==> config.mk <==
export PLATFORM = sky130hd
export DESIGN_NAME = ca_top
export DESIGN_NICKNAME = d
export VERILOG_FILES = /design/src/ca_pkg.sv /design/src/ca_fifo_if.sv /design/src/ca_top.sv /design/src/ca_align_ctrl.sv /design/src/ca_rx_align_fifo.sv /design/src/ca_syncfifo.sv
export SDC_FILE = /design/constraint.sdc
export NUM_CORES = 1
export LEC_CHECK = 0
export ABC_CLOCK_PERIOD_IN_PS = 4400
export BUFFER_PORTS_ARGS = -buffer_cell sky130_fd_sc_hd__buf_4
export CAP_MARGIN = 5
export CELL_PAD_IN_SITES_DETAIL_PLACEMENT = 1
export CELL_PAD_IN_SITES_GLOBAL_PLACEMENT = 2
export CORE_MARGIN = 1
export CORE_UTILIZATION = 45
export DETAILED_ROUTE_END_ITERATION = 8
export PLACE_DENSITY_LB_ADDON = 0.1
export SLEW_MARGIN = 10
export SYNTH_ARGS = -nofsm -noshare
export SYNTH_HDL_FRONTEND = slang
export SYNTH_SLANG_ARGS = --single-unit
==> constraint.sdc <==
create_clock -name com_clk -period 4.4 [get_ports com_clk]
set_input_delay 0.66 -clock com_clk [delete_from_list [all_inputs] [get_ports com_clk]]
set_output_delay 0.66 -clock com_clk [all_outputs]
set_load 0.05 [all_outputs]
==> src/ca_pkg.sv <==
// Lane word and count types, marker bit position, alignment state enum
package ca_pkg;

  ////////////////////
  // Default build
  ////////////////////

  localparam int DEF_NUM_CHANNELS     = 2;  // Lanes
  localparam int DEF_BITS_PER_CHANNEL = 16; // Word incl. marker
  localparam int DEF_AD_WIDTH         = 3;  // Depth 8

  // Lane word and FIFO count at the default width
  typedef logic [DEF_BITS_PER_CHANNEL-1:0] lane_word_t;
  typedef logic [DEF_AD_WIDTH:0]           lane_count_t; // One extra bit for a full FIFO

  // Marker rides in the top bit of every lane word
  function automatic int MARKER_BIT_POS(input int width);
    return width - 1;
  endfunction

  ////////////////////
  // Control states
  ////////////////////

  localparam int NUM_CA_STATES = 6;

  typedef enum logic [$clog2(NUM_CA_STATES)-1:0] {
    st_idle,   // Waiting for req
    st_clear,  // Flush all lanes
    st_hunt,   // Wait for markers
    st_check,  // Compare heads
    st_ack,    // Hold ack with result
    st_stream  // Deskewed output
  } ca_state_t;

endpackage
==> src/ca_fifo_if.sv <==
// Per-lane FIFO interface with FIFO side and control side modports
interface ca_fifo_if
  #(
    parameter int BITS_PER_CHANNEL = 16,
    parameter int AD_WIDTH         = 3
    );

  ////////////////////
  // Control to FIFO
  ////////////////////

  logic                        push;       // Write lane word
  logic                        pop;        // Advance head
  logic                        soft_reset; // Empty the FIFO

  ////////////////////
  // FIFO to control
  ////////////////////

  logic [BITS_PER_CHANNEL-1:0] dout;           // Show-ahead head word
  logic                        empty;
  logic [AD_WIDTH:0]           numfilled;      // Words held
  logic                        overflow_pulse; // Push dropped

  // Programmable level flags, read at the top level
  logic                        fifo_full;
  logic                        fifo_pfull;
  logic                        fifo_empty;
  logic                        fifo_pempty;

  modport fifo
    (
     input  push, pop, soft_reset,
     output dout, empty, numfilled, overflow_pulse,
     output fifo_full, fifo_pfull, fifo_empty, fifo_pempty
     );

  modport ctrl
    (
     output push, pop, soft_reset,
     input  dout, empty, numfilled, overflow_pulse
     );

endinterface

==> src/ca_top.sv <==
// Channel alignment top level with lane FIFOs and alignment controller
module ca_top
  #(
    parameter int NUM_CHANNELS     = ca_pkg::DEF_NUM_CHANNELS,
    parameter int BITS_PER_CHANNEL = ca_pkg::DEF_BITS_PER_CHANNEL,
    parameter int AD_WIDTH         = ca_pkg::DEF_AD_WIDTH
    )
  (
   input  logic                                     com_clk,
   input  logic                                     reset,

   // Host handshake
   input  logic                                     align_req,
   output logic                                     align_ack,
   output logic                                     align_ok,

   // Lane inputs
   input  logic [NUM_CHANNELS-1:0]                  lane_valid,
   input  logic [NUM_CHANNELS*BITS_PER_CHANNEL-1:0] lane_din,

   // Deskewed stream
   input  logic                                     out_ready,
   output logic                                     aligned_valid,
   output logic [NUM_CHANNELS*BITS_PER_CHANNEL-1:0] aligned_dout,

   // Levels, shared by all lanes
   input  logic [AD_WIDTH:0]                        fifo_full_val,
   input  logic [AD_WIDTH:0]                        fifo_pfull_val,
   input  logic [AD_WIDTH:0]                        fifo_empty_val,
   input  logic [AD_WIDTH:0]                        fifo_pempty_val,

   // Per-lane status
   output logic [NUM_CHANNELS-1:0]                  fifo_full,
   output logic [NUM_CHANNELS-1:0]                  fifo_pfull,
   output logic [NUM_CHANNELS-1:0]                  fifo_empty,
   output logic [NUM_CHANNELS-1:0]                  fifo_pempty,
   output logic [NUM_CHANNELS-1:0]                  lane_overflow
   );

  // One bundle per lane
  ca_fifo_if #(.BITS_PER_CHANNEL(BITS_PER_CHANNEL), .AD_WIDTH(AD_WIDTH)) lane_if [NUM_CHANNELS] ();

  ////////////////////
  // Lanes
  ////////////////////

  genvar g;
  for (g = 0; g < NUM_CHANNELS; g++)
    begin : g_lane
      ca_rx_align_fifo
        #(
          .BITS_PER_CHANNEL (BITS_PER_CHANNEL),
          .AD_WIDTH         (AD_WIDTH)
          )
      rx_align_fifo_i
        (
         .com_clk         (com_clk),
         .reset           (reset),
         .rx_din          (lane_din[g*BITS_PER_CHANNEL +: BITS_PER_CHANNEL]),
         .fifo_full_val   (fifo_full_val),
         .fifo_pfull_val  (fifo_pfull_val),
         .fifo_empty_val  (fifo_empty_val),
         .fifo_pempty_val (fifo_pempty_val),
         .fifo_port       (lane_if[g])
         );

      assign aligned_dout[g*BITS_PER_CHANNEL +: BITS_PER_CHANNEL] = lane_if[g].dout; // Lane 0 low
      assign fifo_full[g]   = lane_if[g].fifo_full;
      assign fifo_pfull[g]  = lane_if[g].fifo_pfull;
      assign fifo_empty[g]  = lane_if[g].fifo_empty;
      assign fifo_pempty[g] = lane_if[g].fifo_pempty;
    end

  ////////////////////
  // Control
  ////////////////////

  ca_align_ctrl
    #(
      .NUM_CHANNELS     (NUM_CHANNELS),
      .BITS_PER_CHANNEL (BITS_PER_CHANNEL)
      )
  align_ctrl_i
    (
     .com_clk       (com_clk),
     .reset         (reset),
     .align_req     (align_req),
     .out_ready     (out_ready),
     .lane_valid    (lane_valid),
     .lane_din      (lane_din),     // Marker bits only
     .align_ack     (align_ack),
     .align_ok      (align_ok),
     .aligned_valid (aligned_valid),
     .lane_overflow (lane_overflow),
     .lanes         (lane_if)
     );

endmodule

==> src/ca_align_ctrl.sv <==
// Alignment FSM with marker hunt, head check, req/ack handshake and lockstep pop
module ca_align_ctrl
  #(
    parameter int NUM_CHANNELS     = 2,
    parameter int BITS_PER_CHANNEL = 16
    )
  (
   input  logic                                     com_clk,
   input  logic                                     reset,
   input  logic                                     align_req,
   input  logic                                     out_ready,
   input  logic [NUM_CHANNELS-1:0]                  lane_valid,
   input  logic [NUM_CHANNELS*BITS_PER_CHANNEL-1:0] lane_din,

   output logic                                     align_ack,
   output logic                                     align_ok,
   output logic                                     aligned_valid,
   output logic [NUM_CHANNELS-1:0]                  lane_overflow,

   ca_fifo_if.ctrl                                  lanes [NUM_CHANNELS]
   );

  import ca_pkg::*;

  localparam int MK = MARKER_BIT_POS(BITS_PER_CHANNEL);

  ca_state_t               state;
  ca_state_t               state_nxt;
  logic                    ok_q;        // Result of last check
  logic [NUM_CHANNELS-1:0] seen;        // Marker already taken
  logic [NUM_CHANNELS-1:0] in_marker;   // Marker on incoming word
  logic [NUM_CHANNELS-1:0] head_marker; // Marker on FIFO head
  logic [NUM_CHANNELS-1:0] lane_empty;
  logic [NUM_CHANNELS-1:0] lane_filled;
  logic [NUM_CHANNELS-1:0] ovf;         // Overflow pulses
  logic [NUM_CHANNELS-1:0] push;
  logic [NUM_CHANNELS-1:0] pop;
  logic                    clear;       // Flush lanes
  logic                    hunting;
  logic                    feeding;     // States that accept lane words
  logic                    hunt_ovf;
  logic                    all_filled;
  logic                    markers_ok;

  ////////////////////
  // Lane fan-out
  ////////////////////

  genvar g;
  for (g = 0; g < NUM_CHANNELS; g++)
    begin : g_lane
      assign in_marker[g]   = lane_din[g*BITS_PER_CHANNEL + MK];
      assign head_marker[g] = lanes[g].dout[MK];
      assign lane_empty[g]  = lanes[g].empty;
      assign lane_filled[g] = lanes[g].numfilled != '0;
      assign ovf[g]         = lanes[g].overflow_pulse;

      assign lanes[g].push       = push[g];
      assign lanes[g].pop        = pop[g];
      assign lanes[g].soft_reset = clear;  // Same clear for every lane
    end

  // State decodes
  assign clear   = state == st_clear;
  assign hunting = state == st_hunt;
  assign feeding = state inside {st_hunt, st_check, st_ack, st_stream};

  assign hunt_ovf   = hunting & (|ovf);     // Skew deeper than the FIFO
  assign all_filled = &lane_filled;
  assign markers_ok = &head_marker;         // Every head is a marker

  ////////////////////
  // Push / pop
  ////////////////////

  always_comb
    begin
      for (int i = 0; i < NUM_CHANNELS; i++)
        push[i] = feeding & lane_valid[i] & (seen[i] | (hunting & in_marker[i]));
    end

  assign aligned_valid = (state == st_stream) & ~(|lane_empty);
  assign pop           = {NUM_CHANNELS{aligned_valid & out_ready}}; // Lockstep

  // Host handshake
  assign align_ack = state == st_ack;
  assign align_ok  = align_ack & ok_q;  // Only meaningful with ack

  ////////////////////
  // FSM
  ////////////////////

  always_comb
    begin
      state_nxt = state;
      case (state)
        st_idle:
          if (align_req)
            state_nxt = st_clear;
        st_clear:
          state_nxt = st_hunt;                  // Single cycle flush
        st_hunt:
          if (hunt_ovf)
            state_nxt = st_ack;                 // Fail
          else if (all_filled)
            state_nxt = st_check;
        st_check:
          state_nxt = st_ack;
        st_ack:
          if (!align_req)
            state_nxt = ok_q ? st_stream : st_idle;
        st_stream:
          if (align_req)
            state_nxt = st_clear;               // Realign on new req
        default:
          state_nxt = st_idle;
      endcase
    end

  always_ff @(posedge com_clk)
    begin
      if (reset)
        state <= st_idle;
      else
        state <= state_nxt;
    end

  // Result, seen flags and sticky overflow
  always_ff @(posedge com_clk)
    begin
      if (reset)
        begin
          ok_q          <= 1'b0;
          seen          <= '0;
          lane_overflow <= '0;
        end
      else if (clear)
        begin
          ok_q          <= 1'b0;
          seen          <= '0;
          lane_overflow <= '0;
        end
      else
        begin
          if (state == st_check)
            ok_q <= markers_ok;
          if (hunting)
            seen <= seen | (lane_valid & in_marker);  // First marker opens lane
          lane_overflow <= lane_overflow | ovf;       // Held until next clear
        end
    end

endmodule

==> src/ca_rx_align_fifo.sv <==
// Per-lane alignment FIFO with programmable full/pfull/empty/pempty flags
module ca_rx_align_fifo
  #(
    parameter int BITS_PER_CHANNEL = 16,
    parameter int AD_WIDTH         = 3
    )
  (
   input  logic                        com_clk,
   input  logic                        reset,

   input  logic [BITS_PER_CHANNEL-1:0] rx_din,

   input  logic [AD_WIDTH:0]           fifo_full_val,
   input  logic [AD_WIDTH:0]           fifo_pfull_val,
   input  logic [AD_WIDTH:0]           fifo_empty_val,
   input  logic [AD_WIDTH:0]           fifo_pempty_val,

   ca_fifo_if.fifo                     fifo_port
   );

  logic [AD_WIDTH:0] numempty; // Free slots, for the empty side flags

  // Lane storage, controls straight from the interface
  ca_syncfifo
    #(
      .BITS_PER_CHANNEL (BITS_PER_CHANNEL),
      .AD_WIDTH         (AD_WIDTH)
      )
  syncfifo_i
    (
     .com_clk         (com_clk),
     .reset           (reset),
     .soft_reset      (fifo_port.soft_reset),
     .write_push      (fifo_port.push),
     .read_pop        (fifo_port.pop),
     .wrdata          (rx_din),
     .rddata          (fifo_port.dout),
     .numfilled       (fifo_port.numfilled),
     .numempty        (numempty),
     .full            (),                         // Covered by level flag
     .empty           (fifo_port.empty),
     .overflow_pulse  (fifo_port.overflow_pulse),
     .underflow_pulse ()                          // Pops are gated on empty
     );

  ////////////////////
  // Level flags
  ////////////////////

  always_comb
    begin
      fifo_port.fifo_full   = fifo_port.numfilled == fifo_full_val;   // Fill side
      fifo_port.fifo_pfull  = fifo_port.numfilled == fifo_pfull_val;
      fifo_port.fifo_empty  = numempty == fifo_empty_val;             // Free side
      fifo_port.fifo_pempty = numempty == fifo_pempty_val;
    end

endmodule

==> src/ca_syncfifo.sv <==
// Single-clock show-ahead FIFO with fill/free counts and error pulses
module ca_syncfifo
  #(
    parameter int BITS_PER_CHANNEL = 16,
    parameter int AD_WIDTH         = 3
    )
  (
   input  logic                        com_clk,
   input  logic                        reset,
   input  logic                        soft_reset,
   input  logic                        write_push,
   input  logic                        read_pop,
   input  logic [BITS_PER_CHANNEL-1:0] wrdata,

   output logic [BITS_PER_CHANNEL-1:0] rddata,
   output logic [AD_WIDTH:0]           numfilled,
   output logic [AD_WIDTH:0]           numempty,
   output logic                        full,
   output logic                        empty,
   output logic                        overflow_pulse,
   output logic                        underflow_pulse
   );

  localparam int DEPTH = 1 << AD_WIDTH;

  // Depth as a count value, MSB only
  localparam logic [AD_WIDTH:0] DEPTH_CNT = {1'b1, {AD_WIDTH{1'b0}}};

  logic [BITS_PER_CHANNEL-1:0] mem [DEPTH]; // Storage
  logic [AD_WIDTH:0]           wr_ptr;      // Wrap bit on top
  logic [AD_WIDTH:0]           rd_ptr;
  logic                        do_push;     // Accepted write
  logic                        do_pop;      // Accepted read

  ////////////////////
  // Status
  ////////////////////

  assign empty     = wr_ptr == rd_ptr;
  assign full      = (wr_ptr ^ rd_ptr) == DEPTH_CNT; // Same slot, other lap
  assign numfilled = wr_ptr - rd_ptr;
  assign numempty  = DEPTH_CNT - numfilled;

  assign do_push = write_push & ~full;  // Drop when full
  assign do_pop  = read_pop & ~empty;   // Ignore when empty

  // Head word always visible
  assign rddata = mem[rd_ptr[AD_WIDTH-1:0]];

  ////////////////////
  // Storage
  ////////////////////

  always_ff @(posedge com_clk)
    begin
      if (do_push)
        mem[wr_ptr[AD_WIDTH-1:0]] <= wrdata;
    end

  // Pointers and error pulses
  always_ff @(posedge com_clk)
    begin
      if (reset || soft_reset)
        begin
          wr_ptr          <= '0;
          rd_ptr          <= '0;
          overflow_pulse  <= 1'b0;
          underflow_pulse <= 1'b0;
        end
      else
        begin
          if (do_push)
            wr_ptr <= wr_ptr + 1'b1;
          if (do_pop)
            rd_ptr <= rd_ptr + 1'b1;
          overflow_pulse  <= write_push & full;  // One cycle per lost word
          underflow_pulse <= read_pop & empty;
        end
    end

endmodule

==> impl_results.md <==
* Reg2Reg Setup Slack at 1.76 ns
* Post-CTS Setup Inserts at 0
* CP startpoint: g_lane[0].rx_align_fifo_i.syncfifo_i.wr_ptr[0]
* Top FF cell, synth: edfxtp_1
* Max Freq at 248 MHz
* Die H at 165 um
* Post-synthesis net count at 699
* Post-route minimum period at ~4.0 ns
* Ys async rst share at 0%
* H-Tree Depth at 1
* Register bit total from synthesis at 288
* Nets at 818
* Lkg Pwr at 4.63 nW
* Post-synth cell types at 53
* Antenna violations before repair at 0
* Commonest non-fill, non-tap cell in the layout: edfxtp_1
* Largest net degree at the start of global routing at 33
* Drt pass-1 iters at 4
* Gpl congestion at 0.746
* GR Overflow Total at 0
* Worst Hold Class: in -> reg
* Setup violations, final at 0
* Most frequent cells in the layout: 256 x edfxtp_1, 120 x buf_4, 64 x mux4_2
* Setup_tns at 0 ns
* Final worst path period share at 91.7%
* Post-CTS Resized at 0
* Synth top area cells: edfxtp_1 65%, mux4_2 12%, dfxtp_1 5.4%
* Clk buf depth at 3
* Clock transition at path regs at 0.05 ns
* Peak supply drop at about 0.29 mV
* Sequential share of the synthesized area at 70.1%
* Mean post-synth cell area at 18.8 um2
* Gr usage total at 19.0%
* Max-cap violations at 0
* First-pass GRT wire length at 38300 um
* Area Overhead vs Synth at 17.4%
* CTS tree: built
* DRC at 0
* Mean routed wirelength per cell at around 22 um
* Critical hold path startpoint: reset
* Critical path arrival at 3.38 ns
* Final hold violations at 0
* Vias per cell at ~5.4
* DIE AREA at 0.0271 mm2
* Clock Latency Late Sink at 0.57 ns
* Slew of the pin with the lowest slew margin at 1.03 ns
* Mapped Cells at 631
* Critical Path RT at 3.74 ns
* Root Buffer: clkbuf_16
* Synth top area share at 64.7%
* Relative slew slack at 31.2%
* Post-synth EDFFs at 256
* Area leader, netlist: edfxtp_1
* Number of I/O pins at 99
* Starting Density at 45.7%
* Power Dens Cells at 424 mW/mm2
* Clk_skew at about 0.025 ns
* Vias at 5978
* Port bufs at between 90 and 100
* DRT Wirelength at 24700 um
* Die Span X at roughly 160 um
* CP Class: reg -> out
* Row count at 59
* Core footprint at around 0.026 mm2
* Post-route antenna net violation count at 0
* Post-CTS Hold Buffers at 0
* CP Launch Type: flop
* Ant diodes at 0
* CP Capture Type: output pin
* RR Startpoint: g_lane[0].rx_align_fifo_i.syncfifo_i.wr_ptr[0]
* Sinks on Clock Net at between 200 and 300
* Crit path max fanout at 6
* DR iter-0 viols at 344
* TritonCTS Buffers at 31
* Area of the mapped netlist at about 0.012 mm2
* Vias in the first global route at 6611
* DP HPWL at 15500 um
* Total Power at 5.91 mW
* Fillers at 2379
* Share of layout cells above drive strength 1 at 36.0%
* YS warnings at 0
* Slew Viols, Final at 0
* RSZ-0062 raised after global routing: no
* Status: finished, final reports clean
-- cells by family (layout without fill, tap and decap cells) --
| kind of cell | Yosys count | in the layout | synth area share, % |
|---|---|---|---|
| DFF | 288 | 288 | 70.1 |
| and+or+nand+nor | 104 | 104 | 4.83 |
| muxes | 99 | 99 | 15.4 |
| xor gates and xnor gates | 53 | 53 | 4.28 |
| buffers and inverters | 46 | 187 | 1.95 |
| AOI/OAI and AO/OA | 27 | 27 | 1.84 |
| adders and majority gates | 14 | 14 | 1.60 |
-- report_power, final --
| group | leakage [nW] | internal [mW] | total (mW) | switching [mW] |
|---|---|---|---|---|
| clock | 0.434 | 1.30 | 2.31 | 1.01 |
| combinational | 1.63 | 0.215 | 0.543 | 0.328 |
| sequential | 2.56 | 3.02 | 3.06 | 0.0411 |
| total | 4.63 | 4.54 | 5.91 | 1.38 |
-- stage by stage --
stage	hold WS (ns)	setup WS (ns)	util [%]	std cells	instance area, um2
after detailed placement	0.463	0.922	50.2	1052	13100
after floorplan	0.437	0.882	-	631	11900
final	0.307	0.365	53.7	1107	14000
after global placement	0.451	1.00	50.2	1052	13100
after global routing	0.305	0.0964	53.7	1107	14000
after CTS	0.286	0.293	53.7	1107	14000
-- area by class of cell --
type	count	area [um2]	area share (%)
Clock inverter	13	80.1	0.574
Multi-Input combinational cell	297	3360	24.1
Inverter	12	45.0	0.323
Clock buffer	42	817	5.86
Tap cell	335	419	3.00
Timing Repair Buffer	120	901	6.46
Sequential cell	288	8330	59.7
-- path summary, 6_finish.rpt --
| check | cells after the start | end |
|---|---|---|
| setup reg to reg | 7 | g_lane[0].rx_align_fifo_i.syncfifo_i.mem[0][1] |
| hold / removal | 2 | align_ctrl_i.state[1] |
| hold reg to reg | 2 | align_ctrl_i.lane_overflow[0] |
| setup / recovery | 10 | fifo_pempty[0] |
-- synthesized netlist by cell type (2+ instances only) --
cell type,n
a21o_1,2
a21oi_1,10
and3_1,5
and3_4,2
and4_1,2
buf_1,2
buf_2,8
buf_4,11
clkbuf_1,12
dfxtp_1,32
edfxtp_1,256
fa_1,2
ha_1,12
inv_1,12
mux2_2,32
mux2i_1,3
mux4_2,64
nand2_1,14
nand2b_1,4
nand3_1,6
nand3b_1,4
nand4_1,2
nor2_1,30
nor2b_1,3
nor3_1,10
nor4_1,9
o21a_1,2
o21ai_0,5
or3_1,3
xnor2_1,28
xnor2_2,2
xor2_1,21
-- sequential cells by signal, indices dropped and copies added (netlist names), named ones only --
register / cells
g_lane.rx_align_fifo_i.syncfifo_i.mem: 256
align_ctrl_i.seen: 2
align_ctrl_i.state: 3
g_lane.rx_align_fifo_i.syncfifo_i.rd_ptr: 8
align_ctrl_i.ok_q: 1
g_lane.rx_align_fifo_i.syncfifo_i.overflow_pulse: 2
align_ctrl_i.lane_overflow: 2
g_lane.rx_align_fifo_i.syncfifo_i.wr_ptr: 8
-- per-layer routing --
layer  up-vias  GRT usage (%)  routed length, um
li1       2721              -                  -
met1      3095           25.3              10900
met2       131           32.7              12300
met3        31           3.31               1170
met4         0           3.96                347
met5         -              0                  0
-- critical path: stages (launching register included) --
cell     delay (ns)
dfxtp_1        0.36
inv_1          0.15
ha_1           0.18
inv_1          0.06
fa_1           0.43
xnor2_1        0.49
and3_1         0.24
xnor3_2        0.27
xnor2_1        0.14
nor4_1         0.23
buf_4          0.26
(Power assumes the default switching activity.)
